File: src/fe_cfg.svh
`ifndef FE_CFG_SVH
`define FE_CFG_SVH

// Address and instruction widths
`define FE_VADDR_WIDTH 32
`define FE_PADDR_WIDTH 28
`define FE_PAGE_OFFSET_WIDTH 12
`define FE_INSTR_WIDTH 32

// Fully associative, so any count works
`define FE_ITLB_ENTRIES 4

// Starting address used by the testbench
`define FE_RESET_PC 32'h0000_1000

`endif

File: src/fe_pkg.sv
`include "fe_cfg.svh"

package fe_pkg;

  typedef logic [`FE_VADDR_WIDTH-1:0] vaddr_t;
  typedef logic [`FE_PADDR_WIDTH-1:0] paddr_t;
  typedef logic [`FE_VADDR_WIDTH-`FE_PAGE_OFFSET_WIDTH-1:0] vtag_t;
  typedef logic [`FE_PADDR_WIDTH-`FE_PAGE_OFFSET_WIDTH-1:0] ptag_t;
  typedef logic [`FE_INSTR_WIDTH-1:0] instr_t;

  // Commands from the back end
  typedef enum logic [2:0]
  {
    e_op_state_reset = 3'd0,
    e_op_pc_redirect = 3'd1,
    e_op_itlb_fill   = 3'd2,
    e_op_itlb_fence  = 3'd3,
    e_op_wait        = 3'd4
  } fe_opcode_e;

  typedef enum logic [1:0]
  {
    e_wait  = 2'd0,
    e_run   = 2'd1,
    e_stall = 2'd2
  } fe_state_e;

  typedef enum logic
  {
    e_fe_fetch     = 1'b0,
    e_fe_exception = 1'b1
  } fe_msg_type_e;

  // Room left for more codes
  typedef enum logic [1:0]
  {
    e_itlb_miss = 2'd0,
    e_imem_miss = 2'd1
  } fe_exc_code_e;

endpackage

File: src/fe_cmd_if.sv
`timescale 1ns/10ps

interface fe_cmd_if;

  import fe_pkg::*;

  logic   state_reset_v;
  logic   redirect_v;
  logic   itlb_fill_v;
  logic   itlb_fence_v;
  logic   wait_v;
  logic   any_v;
  vaddr_t cmd_vaddr;
  ptag_t  fill_ptag;
  logic   translation_en;

  modport decode
  (
    output state_reset_v, redirect_v, itlb_fill_v, itlb_fence_v, wait_v,
    output any_v, cmd_vaddr, fill_ptag, translation_en
  );

  modport exec
  (
    input state_reset_v, redirect_v, itlb_fill_v, itlb_fence_v, wait_v,
    input any_v, cmd_vaddr, fill_ptag, translation_en
  );

endinterface

File: src/fe_if2_if.sv
`timescale 1ns/10ps

interface fe_if2_if;

  import fe_pkg::*;

  // Item state, from the fetch controller
  logic   v;
  vaddr_t pc;
  logic   itlb_miss;
  logic   kill;

  // Delivery outcome, from the result stage
  logic   deliver_v;
  logic   exception_v;
  logic   queue_ready;

  modport ctrl
  (
    output v, pc, itlb_miss, kill,
    input  deliver_v, exception_v, queue_ready
  );

  modport result
  (
    input  v, pc, itlb_miss, kill,
    output deliver_v, exception_v, queue_ready
  );

endinterface

File: src/fe_cmd_decode.sv
`timescale 1ns/10ps

module fe_cmd_decode
  (input  logic               clk_i
  , input  logic              reset_i
  , input  logic              fe_cmd_v_i
  , input  fe_pkg::fe_opcode_e fe_cmd_opcode_i
  , input  fe_pkg::vaddr_t    fe_cmd_vaddr_i
  , input  fe_pkg::ptag_t     fe_cmd_ptag_i
  , input  logic              fe_cmd_translation_en_i
  , output logic              fe_cmd_yumi_o
  , fe_cmd_if.decode          cmd
  );

  import fe_pkg::*;

  logic translation_en_r;
  logic translation_en_w;

  // Every command is taken in the cycle it shows up
  assign fe_cmd_yumi_o = fe_cmd_v_i;

  assign cmd.state_reset_v = fe_cmd_v_i & (fe_cmd_opcode_i == e_op_state_reset);
  assign cmd.redirect_v    = fe_cmd_v_i & (fe_cmd_opcode_i == e_op_pc_redirect);
  assign cmd.itlb_fill_v   = fe_cmd_v_i & (fe_cmd_opcode_i == e_op_itlb_fill);
  assign cmd.itlb_fence_v  = fe_cmd_v_i & (fe_cmd_opcode_i == e_op_itlb_fence);
  assign cmd.wait_v        = fe_cmd_v_i & (fe_cmd_opcode_i == e_op_wait);
  assign cmd.any_v         = fe_cmd_v_i;

  assign cmd.cmd_vaddr = fe_cmd_vaddr_i;
  assign cmd.fill_ptag = fe_cmd_ptag_i;

  // Shadow copy of the back end's translation mode
  assign translation_en_w = cmd.state_reset_v | cmd.redirect_v;

  always_ff @(posedge clk_i)
  begin
    if (reset_i)
    begin
      translation_en_r <= 1'b0;
    end
    else if (translation_en_w)
    begin
      translation_en_r <= fe_cmd_translation_en_i;
    end
  end

  // New value is seen by the first fetch after the redirect
  assign cmd.translation_en = translation_en_w ? fe_cmd_translation_en_i : translation_en_r;

endmodule

File: src/fe_itlb.sv
`timescale 1ns/10ps
`include "fe_cfg.svh"

module fe_itlb
  (input  logic          clk_i
  , input  logic         reset_i
  , input  logic         fence_i
  , input  logic         fill_v_i
  , input  fe_pkg::vtag_t fill_vtag_i
  , input  fe_pkg::ptag_t fill_ptag_i
  , input  fe_pkg::vtag_t lookup_vtag_i
  , output fe_pkg::ptag_t ptag_o
  , output logic         miss_o
  );

  import fe_pkg::*;

  localparam int entries_lp   = `FE_ITLB_ENTRIES;
  localparam int idx_width_lp = (entries_lp > 1) ? $clog2(entries_lp) : 1;

  logic [entries_lp-1:0]   valid_r;
  vtag_t                   vtag_r [entries_lp];
  ptag_t                   ptag_r [entries_lp];
  logic [idx_width_lp-1:0] victim_r;

  always_ff @(posedge clk_i)
  begin
    if (reset_i | fence_i)
    begin
      valid_r  <= '0;
      victim_r <= '0;
    end
    else if (fill_v_i)
    begin
      valid_r[victim_r] <= 1'b1;
      // Round-robin replacement
      if (victim_r == idx_width_lp'(entries_lp - 1))
        victim_r <= '0;
      else
        victim_r <= victim_r + 1'b1;
    end
  end

  always_ff @(posedge clk_i)
  begin
    if (fill_v_i)
    begin
      vtag_r[victim_r] <= fill_vtag_i;
      ptag_r[victim_r] <= fill_ptag_i;
    end
  end

  always_comb
  begin
    ptag_o = '0;
    miss_o = 1'b1;
    for (int i = 0; i < entries_lp; i++)
    begin
      if (valid_r[i] && (vtag_r[i] == lookup_vtag_i))
      begin
        ptag_o = ptag_r[i];
        miss_o = 1'b0;
      end
    end
  end

endmodule

File: src/fe_fetch_ctrl.sv
`timescale 1ns/10ps
`include "fe_cfg.svh"

module fe_fetch_ctrl
  (input  logic            clk_i
  , input  logic           reset_i
  , fe_cmd_if.exec         cmd
  , fe_if2_if.ctrl         if2
  , output logic           imem_v_o
  , output fe_pkg::paddr_t imem_addr_o
  );

  import fe_pkg::*;

  fe_state_e state_r;
  fe_state_e state_n;

  vaddr_t npc_r;
  vaddr_t npc_n;
  vaddr_t resume_r;

  logic   v_if2_r;
  logic   v_if2_n;
  vaddr_t pc_if2_r;
  logic   miss_if2_r;

  vtag_t  if1_vtag;
  vtag_t  fill_vtag;
  ptag_t  tlb_ptag;
  logic   tlb_miss;
  logic   if1_miss;

  logic   cmd_immediate_v;
  logic   if2_fail_v;
  logic   if2_exc_done_v;
  logic   unstall;

  assign cmd_immediate_v = cmd.redirect_v | cmd.state_reset_v;
  assign if2_fail_v      = if2.v & ~if2.deliver_v;
  assign if2_exc_done_v  = if2.deliver_v & if2.exception_v;
  assign unstall         = (state_r == e_stall) & if2.queue_ready & ~cmd.any_v;

  assign if1_vtag  = npc_r[`FE_VADDR_WIDTH-1:`FE_PAGE_OFFSET_WIDTH];
  assign fill_vtag = cmd.cmd_vaddr[`FE_VADDR_WIDTH-1:`FE_PAGE_OFFSET_WIDTH];

  fe_itlb itlb
    (.clk_i(clk_i)
    ,.reset_i(reset_i)
    ,.fence_i(cmd.itlb_fence_v)
    ,.fill_v_i(cmd.itlb_fill_v)
    ,.fill_vtag_i(fill_vtag)
    ,.fill_ptag_i(cmd.fill_ptag)
    ,.lookup_vtag_i(if1_vtag)
    ,.ptag_o(tlb_ptag)
    ,.miss_o(tlb_miss)
    );

  // IF1: translate and issue the request
  assign if1_miss    = cmd.translation_en & tlb_miss;
  assign imem_v_o    = (state_r == e_run) & ~if1_miss;
  assign imem_addr_o = cmd.translation_en
                       ? {tlb_ptag, npc_r[`FE_PAGE_OFFSET_WIDTH-1:0]}
                       : npc_r[`FE_PADDR_WIDTH-1:0];

  always_comb
  begin
    case (state_r)
      e_wait:  state_n = cmd_immediate_v ? e_run : (cmd.wait_v ? e_stall : e_wait);
      e_stall: state_n = (cmd_immediate_v | unstall) ? e_run : e_stall;
      // A failed delivery or a non-redirect command parks in stall
      e_run:   state_n = cmd_immediate_v
                         ? e_run
                         : (if2_fail_v | cmd.any_v)
                           ? e_stall
                           : if2_exc_done_v ? e_wait : e_run;
      default: state_n = e_wait;
    endcase
  end

  always_comb
  begin
    if (cmd_immediate_v)
      npc_n = cmd.cmd_vaddr;
    else if (unstall)
      npc_n = resume_r;
    else if (state_r == e_run)
      npc_n = npc_r + vaddr_t'(4);
    else
      npc_n = npc_r;
  end

  // The IF1 item is dropped when IF2 stalls, traps or a command arrives
  assign v_if2_n = (state_r == e_run) & ~if2_fail_v & ~if2_exc_done_v & ~cmd.any_v;

  always_ff @(posedge clk_i)
  begin
    if (reset_i)
    begin
      state_r <= e_wait;
      v_if2_r <= 1'b0;
    end
    else
    begin
      state_r <= state_n;
      v_if2_r <= v_if2_n;
    end
  end

  always_ff @(posedge clk_i)
  begin
    npc_r      <= npc_n;
    pc_if2_r   <= npc_r;
    miss_if2_r <= if1_miss;
  end

  // Command PC wins over the refetch point of a failed item
  always_ff @(posedge clk_i)
  begin
    if (cmd.any_v)
      resume_r <= cmd.cmd_vaddr;
    else if (if2_fail_v)
      resume_r <= pc_if2_r;
  end

  assign if2.v         = v_if2_r;
  assign if2.pc        = pc_if2_r;
  assign if2.itlb_miss = miss_if2_r;
  assign if2.kill      = cmd.any_v;

endmodule

File: src/fe_queue_result.sv
`timescale 1ns/10ps

module fe_queue_result
  (fe_if2_if.result               if2
  , input  fe_pkg::instr_t        imem_data_i
  , input  logic                  imem_data_v_i
  , input  logic                  fe_queue_ready_i
  , output logic                  fe_queue_v_o
  , output fe_pkg::fe_msg_type_e  fe_queue_type_o
  , output fe_pkg::vaddr_t        fe_queue_pc_o
  , output fe_pkg::instr_t        fe_queue_instr_o
  , output fe_pkg::fe_exc_code_e  fe_queue_exc_o
  );

  import fe_pkg::*;

  logic exception;

  // No data back means either no request went out or the memory missed
  assign exception = if2.itlb_miss | ~imem_data_v_i;

  assign if2.exception_v = if2.v & exception;
  assign if2.deliver_v   = if2.v & fe_queue_ready_i & ~if2.kill;
  assign if2.queue_ready = fe_queue_ready_i;

  assign fe_queue_v_o    = if2.deliver_v;
  assign fe_queue_type_o = exception ? e_fe_exception : e_fe_fetch;
  assign fe_queue_pc_o   = if2.pc;
  assign fe_queue_instr_o = exception ? '0 : imem_data_i;

  // ITLB miss takes priority
  assign fe_queue_exc_o = if2.itlb_miss ? e_itlb_miss : e_imem_miss;

endmodule

File: src/fe_top.sv
`timescale 1ns/10ps

module fe_top
  (input  logic                  clk_i
  , input  logic                 reset_i

  , input  logic                 fe_cmd_v_i
  , input  fe_pkg::fe_opcode_e   fe_cmd_opcode_i
  , input  fe_pkg::vaddr_t       fe_cmd_vaddr_i
  , input  fe_pkg::ptag_t        fe_cmd_ptag_i
  , input  logic                 fe_cmd_translation_en_i
  , output logic                 fe_cmd_yumi_o

  , output logic                 imem_v_o
  , output fe_pkg::paddr_t       imem_addr_o
  , input  fe_pkg::instr_t       imem_data_i
  , input  logic                 imem_data_v_i

  , input  logic                 fe_queue_ready_i
  , output logic                 fe_queue_v_o
  , output fe_pkg::fe_msg_type_e fe_queue_type_o
  , output fe_pkg::vaddr_t       fe_queue_pc_o
  , output fe_pkg::instr_t       fe_queue_instr_o
  , output fe_pkg::fe_exc_code_e fe_queue_exc_o
  );

  fe_cmd_if cmd_if ();
  fe_if2_if if2_if ();

  fe_cmd_decode decode
    (.clk_i(clk_i)
    ,.reset_i(reset_i)
    ,.fe_cmd_v_i(fe_cmd_v_i)
    ,.fe_cmd_opcode_i(fe_cmd_opcode_i)
    ,.fe_cmd_vaddr_i(fe_cmd_vaddr_i)
    ,.fe_cmd_ptag_i(fe_cmd_ptag_i)
    ,.fe_cmd_translation_en_i(fe_cmd_translation_en_i)
    ,.fe_cmd_yumi_o(fe_cmd_yumi_o)
    ,.cmd(cmd_if.decode)
    );

  fe_fetch_ctrl fetch_ctrl
    (.clk_i(clk_i)
    ,.reset_i(reset_i)
    ,.cmd(cmd_if.exec)
    ,.if2(if2_if.ctrl)
    ,.imem_v_o(imem_v_o)
    ,.imem_addr_o(imem_addr_o)
    );

  fe_queue_result queue_result
    (.if2(if2_if.result)
    ,.imem_data_i(imem_data_i)
    ,.imem_data_v_i(imem_data_v_i)
    ,.fe_queue_ready_i(fe_queue_ready_i)
    ,.fe_queue_v_o(fe_queue_v_o)
    ,.fe_queue_type_o(fe_queue_type_o)
    ,.fe_queue_pc_o(fe_queue_pc_o)
    ,.fe_queue_instr_o(fe_queue_instr_o)
    ,.fe_queue_exc_o(fe_queue_exc_o)
    );

endmodule

File: config.mk
export PLATFORM = sky130hd
export DESIGN_NAME = fe_top
export DESIGN_NICKNAME = d
export VERILOG_FILES = /design/src/fe_pkg.sv /design/src/fe_cmd_if.sv /design/src/fe_if2_if.sv /design/src/fe_cmd_decode.sv /design/src/fe_itlb.sv /design/src/fe_fetch_ctrl.sv /design/src/fe_queue_result.sv /design/src/fe_top.sv
export VERILOG_INCLUDE_DIRS = /design/src
export SDC_FILE = /design/constraint.sdc
export NUM_CORES = 1
export LEC_CHECK = 0
export BUFFER_PORTS_ARGS = -buffer_cell sky130_fd_sc_hd__buf_2
export CAP_MARGIN = 25
export CELL_PAD_IN_SITES_DETAIL_PLACEMENT = 1
export CELL_PAD_IN_SITES_GLOBAL_PLACEMENT = 1
export CORE_MARGIN = 2
export CORE_UTILIZATION = 40
export DETAILED_ROUTE_END_ITERATION = 7
export PLACE_DENSITY = 0.83
export SLEW_MARGIN = 0
export SYNTH_ARGS = -nofsm -noshare
export SYNTH_HDL_FRONTEND = slang
export SYNTH_SLANG_ARGS = --single-unit
File: constraint.sdc
create_clock -name clk_i -period 5.4 [get_ports clk_i]
set_input_delay 0.54 -clock clk_i [delete_from_list [all_inputs] [get_ports clk_i]]
set_output_delay 0.54 -clock clk_i [all_outputs]
set_load 0.03 [all_outputs]
==> results of run 1 <==
[metal layers]
layer	up-vias	wire (um)
met1	3833	13000
met3	58	1990
met4	2	840
met5	-	11
li1	3407	-
met2	298	16300
[stage by stage]
stage                     total power, W  instances  instance area [um^2]  utilization [%]  hold slack [ps]
after floorplan                  0.00261        851                 11000                -              343
after global placement           0.00278       1332                 12200             45.1              396
after detailed placement         0.00280       1332                 12200             45.1              387
after CTS                        0.00456       1379                 13000             48.2              216
after global routing             0.00467       1382                 13100             48.4              220
final                            0.00454       1382                 13100             48.4              237
[layout make-up]
type	count	area, um^2	share of cell area, %
Antenna cell	1	2.50	0.0191
Clock buffer	32	714	5.46
Clock inverter	15	119	0.909
Inverter	28	105	0.804
Multi-Input combinational cell	514	3540	27.1
Sequential cell	251	7110	54.4
Tap cell	341	427	3.26
Timing Repair Buffer	200	1060	8.13
[how the worst max path moves through the flow]
stage / start / to / slack (ps) / cells past startpoint
floorplan: fetch_ctrl.npc_r[14]$_DFFE_PN_ / imem_addr_o[17] / 2610 / 8
CTS: fetch_ctrl.npc_r[16]$_DFFE_PN_ / imem_v_o / 1260 / 7
global placement: fe_cmd_v_i / imem_addr_o[15] / 1860 / 10
global route: fetch_ctrl.npc_r[12]$_DFFE_PN_ / imem_v_o / 1150 / 7
detailed placement: fe_cmd_v_i / imem_addr_o[15] / 1760 / 10
finish: fetch_ctrl.npc_r[12]$_DFFE_PN_ / imem_v_o / 1330 / 7
[cell usage after synthesis (10+ instances only)]
library cell  number  area, um^2
a21oi_1           40         200
a31oi_1           17         106
and2_1            37         231
buf_2             18        90.1
clkbuf_1          21        78.8
dfxtp_1           43         861
edfxtp_1         208        6250
inv_1             28         105
mux2_2            32         360
mux2i_1           23         230
nand2_1           43         161
nand3_1           15        75.1
nand4_1           10        62.6
nor2_1            51         191
nor3_1            27         135
nor4_1            13        81.3
o21ai_1           30         150
o2bb2ai_1         13         114
xnor2_1           40         350
xor2_1            67         587
[kinds of logic (layout without fill, tap and decap cells)]
group,after synthesis,after routing
DFF,251,251
and+or+nand+nor,226,226
AOI/OAI and AO/OA,120,120
xor gates and xnor gates,107,107
buffers and inverters,86,275
muxes,55,55
adders and majority gates,5,5
other,1,2
[critical path, stage by stage (launching register included)]
cell,delay (ps)
edfxtp_1,640
xor2_1,280
nor4_2,430
nand4_2,560
o2bb2a_4,500
nor3b_1,210
nor2_1,150
buf_2,210
[state kept, by name (all words and copies together), names as in the netlist, 2 cells and up]
| signal | cells |
|---|---|
| fetch_ctrl.itlb.victim_r | 2 |
| fetch_ctrl.itlb.valid_r | 4 |
| fetch_ctrl.if2.pc | 32 |
| fetch_ctrl.itlb.vtag_r | 80 |
| fetch_ctrl.npc_r | 32 |
| fetch_ctrl.resume_r | 32 |
| fetch_ctrl.itlb.ptag_r | 64 |
| fetch_ctrl.state_r | 2 |
[report_power, final]
| group | leakage, nW | switching (W) | internal (W) |
|---|---|---|---|
| clock network | 0.410 | 0.000741 | 0.00103 |
| registers | 2.27 | 0.0000897 | 0.00218 |
| logic | 2.34 | 0.000323 | 0.000171 |
| total | 5.02 | 0.00115 | 0.00338 |
==> results.py, run 1 <==
metrics = {
    "outcome": {
        "status": "complete, no violations",
    },
    "synth": {
        "synth-compound-area-share_pct": 6.55,
        "synth-edff-count": 208,
        "ys_types": 49,
        "syn_nets": 945,
        "async_flop_share_pct": 0,
        "yosysSeqAreaShare_pct": 64.3,
        "postSynthCellCount": 851,
        "synth-seq-cells": 251,
        "synth.avg_cell_area_um2": 13.0,
        "synth-xor-area-share_pct": 8.48,
        "synth_top_family_by_area": "simple AND/OR/NAND/NOR gates",
        "synth_fa_ha_area_share_pct": 0.566,
        "synth_mux_area_share_pct": 5.34,
        "synthFlopType": "edfxtp_1",
        "syn_area_mm2": 0.0110,
        "yosysWarnings": 0,
        "synthSimpleGateAreaFrac_pct": 10.9,
    },
    "worst_hold_path": {
        "min_to": "fetch_ctrl.itlb.ptag_r[0][14]$_DFFE_PP_",
        "min_from": "fe_cmd_ptag_i[14]",
        "hp-class": "in -> reg",
        "hold_depth": 1,
    },
    "layout": {
        "final_cell_mix": "208 x edfxtp_1, 185 x buf_2, 67 x xor2_1",
        "area_growth_pct": 18.3,
        "layout_commonest_cell": "edfxtp_1",
        "drive_above_1_share_pct": 27.1,
        "fill_cells": 2842,
        "nets": 1115,
    },
    "global_routing": {
        "grtUsageTotal_pct": 21.9,
        "gr-max-usage-layer": "met2",
        "use_met1_pct": 27.8,
        "gr-total-overflow": 0,
        "grt_pass1_vias": 8009,
        "grt_max_degree": 48,
        "grt_use_met2_pct": 38.3,
        "grt_first_pass_wirelength_um": 47800,
        "grt_use_met3_pct": 3.42,
        "antenna_found_initial": 3,
    },
    "pwr": {
        "irDropWorstVdd_uv": 236,
        "power_leakage_nw": 5.02,
        "powerDensity_mw_per_mm2": 347,
    },
    "clock_network": {
        "ctsHoldBuffers": 0,
        "ctsResizeCount": 0,
        "clk_latency_ps": 530,
        "clk_path_buf_depth": 3,
        "post_cts_buffers": 0,
        "cts_tree": "built",
        "path_clk_slew_ps": 60,
        "cts_max_level": 1,
        "cts.sink_count": 251,
        "root_buffer": "clkbuf_16",
        "numCtsBuffers": 26,
    },
    "sta": {
        "rsz0062_at_grt": "false",
        "setup_viol": 0,
        "worst_pin_slew_ps": 1030,
        "relSlewSlack_pct": 31.2,
        "finalCriticalPeriod_ps": 4070,
        "tns_ps": 0,
        "setup_slack_ps": 1330,
        "final-hold-violation-count": 0,
        "fin_crit_sh_pct": 75.3,
        "fmax_mhz": 246,
        "clock_skew_ps": 16.4,
        "final_max_slew_viol_count": 0,
    },
    "die": {
        "dieArea_mm2": 0.0290,
        "initial_core_util_pct": 40.9,
        "rows": 60,
        "core-area_mm2": 0.0270,
        "die-width_um": 170,
        "io-pin-count": 187,
        "dieHeight_um": 170,
    },
    "setup_path": {
        "worstPathArrival_ps": 3530,
        "ff2ff_setup_slack_ps": 2540,
        "endpoint_kind": "primary output",
        "rr_worst_depth": 6,
        "cp.required_ps": 4860,
        "r2r_end": "fetch_ctrl.npc_r[26]$_DFFE_PN_",
        "cp_max_fo": 17,
        "r2r-start": "fetch_ctrl.npc_r[14]$_DFFE_PN_",
        "critPathKind": "reg -> out",
        "start_kind": "register",
    },
    "placed_design": {
        "dp_hpwl_um": 21900,
        "gp_congestion": 0.824,
        "io_buffers": 185,
        "pre_cts_ws_ps": 1760,
    },
    "detailed_routing": {
        "wl_um": 32100,
        "vias_per_cell": 5.50,
        "ant_nets": 0,
        "detail_route.first_pass.iterations": 5,
        "avgRoutedWirePerCell_um": 23.2,
        "vias": 7598,
        "drc": 0,
        "drt_iter0_drc": 641,
    },
    "job": {
        "cap_violations": 0,
    },
}
Note: power is estimated with default switching activity, not from simulation.
==> inputs of run 2 (changes only) <==
--- a/config.mk
+++ b/config.mk
@@ -6,6 +6,7 @@
 export SDC_FILE = /design/constraint.sdc
 export NUM_CORES = 1
 export LEC_CHECK = 0
+export ABC_AREA = 1
 export BUFFER_PORTS_ARGS = -buffer_cell sky130_fd_sc_hd__buf_2
 export CAP_MARGIN = 25
 export CELL_PAD_IN_SITES_DETAIL_PLACEMENT = 1
@@ -13,7 +14,7 @@
 export CORE_MARGIN = 2
 export CORE_UTILIZATION = 40
 export DETAILED_ROUTE_END_ITERATION = 7
-export PLACE_DENSITY = 0.83
+export PLACE_DENSITY = 0.86
 export SLEW_MARGIN = 0
 export SYNTH_ARGS = -nofsm -noshare
 export SYNTH_HDL_FRONTEND = slang
==> constraint.sdc (replaced) <==
create_clock -name clk_i -period 4.1 [get_ports clk_i]
set_input_delay 0.41 -clock clk_i [delete_from_list [all_inputs] [get_ports clk_i]]
set_output_delay 0.41 -clock clk_i [all_outputs]
set_load 0.03 [all_outputs]
==> results.py, run 2 <==
metrics = {
    "outcome": {
        "status": "complete, no violations",
    },
    "pwr": {
        "p_int_w": 0.00461,
        "power_leakage_nw": 6.37,
        "swShare_pct": 25.8,
        "p_switching_w": 0.00160,
        "clkPwrFrac_pct": 42.1,
        "powerDensity_mw_per_mm2": 438,
        "irDropWorstVdd_uv": 322,
        "p_seq_share_pct": 47.2,
        "power_frac_comb_pct": 10.6,
    },
    "detailed_routing": {
        "ant_nets": 0,
        "drc": 0,
        "drt_iter0_drc": 899,
        "routed-wl-met2_um": 20400,
        "wl_um": 41200,
        "dr.max_layer_used": "met4",
        "avgRoutedWirePerCell_um": 21.6,
        "met1_length_um": 16400,
        "vias": 10201,
        "vias_per_cell": 5.35,
        "wl_met3_um": 2730,
        "detail_route.first_pass.iterations": 7,
    },
    "synth": {
        "async_flop_share_pct": 0,
        "yosysWarnings": 0,
        "yosysSeqAreaShare_pct": 60.4,
        "synth_top_cell_area_share_pct": 53.1,
        "yosys.area.top_type": "edfxtp_1",
        "postSynthCellCount": 1304,
        "synthTopCellsByArea": "edfxtp_1 53%, nand2_1 13%, dfxtp_1 7.3%",
        "synth-edff-count": 208,
        "synthFlopType": "edfxtp_1",
        "synth.avg_cell_area_um2": 9.02,
        "syn_nets": 1398,
        "synth-seq-cells": 251,
        "syn_area_mm2": 0.0118,
        "ys_types": 39,
        "synth_commonest_cells": "421 x nand2_1, 208 x edfxtp_1, 156 x inv_1",
        "yosysMostFrequentCell": "nand2_1",
    },
    "worst_hold_path": {
        "hp-class": "in -> reg",
        "min_from": "fe_cmd_ptag_i[8]",
    },
    "layout": {
        "register_area_mm2": 0.00711,
        "layout_commonest_cell": "nand2_1",
        "drive_above_1_share_pct": 19.3,
        "largest_register_ffs": 80,
        "area_growth_pct": 20.4,
        "final_cell_mix": "421 x nand2_1, 208 x edfxtp_1, 185 x buf_2",
        "multi_input_area_mm2": 0.00376,
        "fill_cells": 3438,
        "largest_register": "fetch_ctrl.itlb.vtag_r",
        "num_antenna_cells": 0,
        "nets": 1593,
        "reg_top3": "fetch_ctrl.itlb.vtag_r (80), fetch_ctrl.itlb.ptag_r (64)",
    },
    "die": {
        "die-width_um": 176,
        "dieHeight_um": 176,
        "dieArea_mm2": 0.0308,
        "io-pin-count": 187,
        "rows": 62,
        "core-area_mm2": 0.0289,
        "initial_core_util_pct": 40.8,
    },
    "clock_network": {
        "cts_max_level": 1,
        "path_clk_slew_ps": 60,
        "numCtsBuffers": 28,
        "ctsHoldBuffers": 0,
        "ctsResizeCount": 0,
        "clk_path_buf_depth": 3,
        "clk_latency_ps": 550,
        "cts.sink_count": 251,
        "root_buffer": "clkbuf_16",
        "cts_tree": "built",
    },
    "setup_path": {
        "ff2ff_setup_slack_ps": 1420,
        "cp_max_fo": 17,
        "worstPathArrival_ps": 3420,
        "rr_worst_depth": 9,
        "r2r_end": "fetch_ctrl.npc_r[31]$_DFFE_PN_",
        "endpoint_kind": "primary output",
        "critPathKind": "reg -> out",
        "cp.required_ps": 3690,
        "crit_path_end": "imem_addr_o[20]",
        "crit_start": "fetch_ctrl.npc_r[30]$_DFFE_PN_",
        "r2r-start": "fetch_ctrl.npc_r[12]$_DFFE_PN_",
        "start_kind": "register",
    },
    "global_routing": {
        "grt_pass1_vias": 10331,
        "antenna_found_initial": 0,
        "grtUsageTotal_pct": 26.5,
        "gr-total-overflow": 0,
        "grt_first_pass_wirelength_um": 62000,
        "grt_max_degree": 55,
    },
    "sta": {
        "final-hold-violation-count": 0,
        "clock_skew_ps": 18.7,
        "worst_hold_slack_ps": 89.3,
        "fmax_mhz": 261,
        "relSlewSlack_pct": 46.1,
        "rsz0062_at_grt": "false",
        "final_max_slew_viol_count": 0,
        "tns_ps": 0,
        "fin_crit_sh_pct": 93.3,
        "setup_viol": 0,
        "worst_pin_slew_ps": 807,
        "finalCriticalPeriod_ps": 3830,
    },
    "placed_design": {
        "dp_hpwl_um": 29500,
        "gp_congestion": 0.927,
        "io_buffers": 185,
    },
    "job": {
        "cap_violations": 0,
    },
}
## run 2: changes by cell type after synthesis, sizes merged, moves of 36 or more
cell / before / now
and2: 37 / 0
nand2: 44 / 423
inv: 28 / 165
o21ai: 38 / 74
nor2: 52 / 149
xor2: 67 / 5
## run 2: through the flow
stage	cells	utilization, %	total power [W]	cell area (um^2)	worst slack, ps
global placement	1838	45.2	0.00359	13100	437
detailed placement	1838	45.2	0.00362	13100	366
CTS	1893	48.6	0.00621	14000	12.1
global route	1905	49.1	0.00638	14200	94.0
floorplan	1304	-	0.00334	11800	1190
finish	1905	49.1	0.00620	14200	273
## run 2: cell type report
cell class | count | share of cell area (%)
Sequential cell | 251 | 50.2
Inverter | 167 | 4.43
Clock buffer | 34 | 5.33
Multi-Input combinational cell | 832 | 26.6
Tap cell | 384 | 3.39
Timing Repair Buffer | 219 | 8.71
Clock inverter | 18 | 1.40
## run 2: worst max-delay path, stage by stage, from the launching register on
cell	delay, ps
edfxtp_1	590
xnor2_1	420
o21ai_1	250
nor2_4	460
nand3_4	320
nand2_4	300
nand2_1	80
nand3_1	70
nand2_1	110
nand2_1	70
buf_2	190
## run 2: timing repair
action | in CTS | in global routing
setup endpoints to repair | 17 | 17
buffers inserted | 3 | 9
gates cloned | 0 | 1
pin swaps | 0 | 1
## run 2: worst min path at each step
| stage | endpoint | slack, ps | cells past startpoint |
|---|---|---|---|
| 6_report | fetch_ctrl.itlb.ptag_r[0][8]$_DFFE_PP_ | 90 | 1 |
| 5_1_grt | fetch_ctrl.itlb.ptag_r[0][8]$_DFFE_PP_ | 90 | 1 |
| 4_1_cts | fetch_ctrl.itlb.ptag_r[0][8]$_DFFE_PP_ | 90 | 1 |
| 3_5_place_dp | fetch_ctrl.if2.pc[0]$_DFF_P_ | 360 | 0 |
| 3_3_place_gp | fetch_ctrl.if2.pc[0]$_DFF_P_ | 370 | 0 |
| 2_1_floorplan | fetch_ctrl.if2.pc[12]$_DFF_P_ | 340 | 0 |
## run 2: layer usage
metal	vias to the layer above	global-route usage (%)
li1	4651	-
met1	5043	33.7
met2	412	45.7
met3	95	3.74
met4	0	10.4
met5	-	0
## run 2: power groups by stage
stage / Sequential (W) / Combinational [W] / Clock (W)
global route: 0.00294 / 0.000713 / 0.00273
global placement: 0.00299 / 0.000603 / 0
finish: 0.00293 / 0.000660 / 0.00261
floorplan: 0.00300 / 0.000335 / 0
CTS: 0.00294 / 0.000641 / 0.00263
detailed placement: 0.00299 / 0.000622 / 0
## run 2: logic make-up after synthesis
logic type	synth area share, %
and+or+nand+nor	24.4
DFF	60.4
buffers and inverters	7.82
AOI/OAI and AO/OA	5.43
xor gates and xnor gates	1.41
adders and majority gates	0.532
other	0.0319
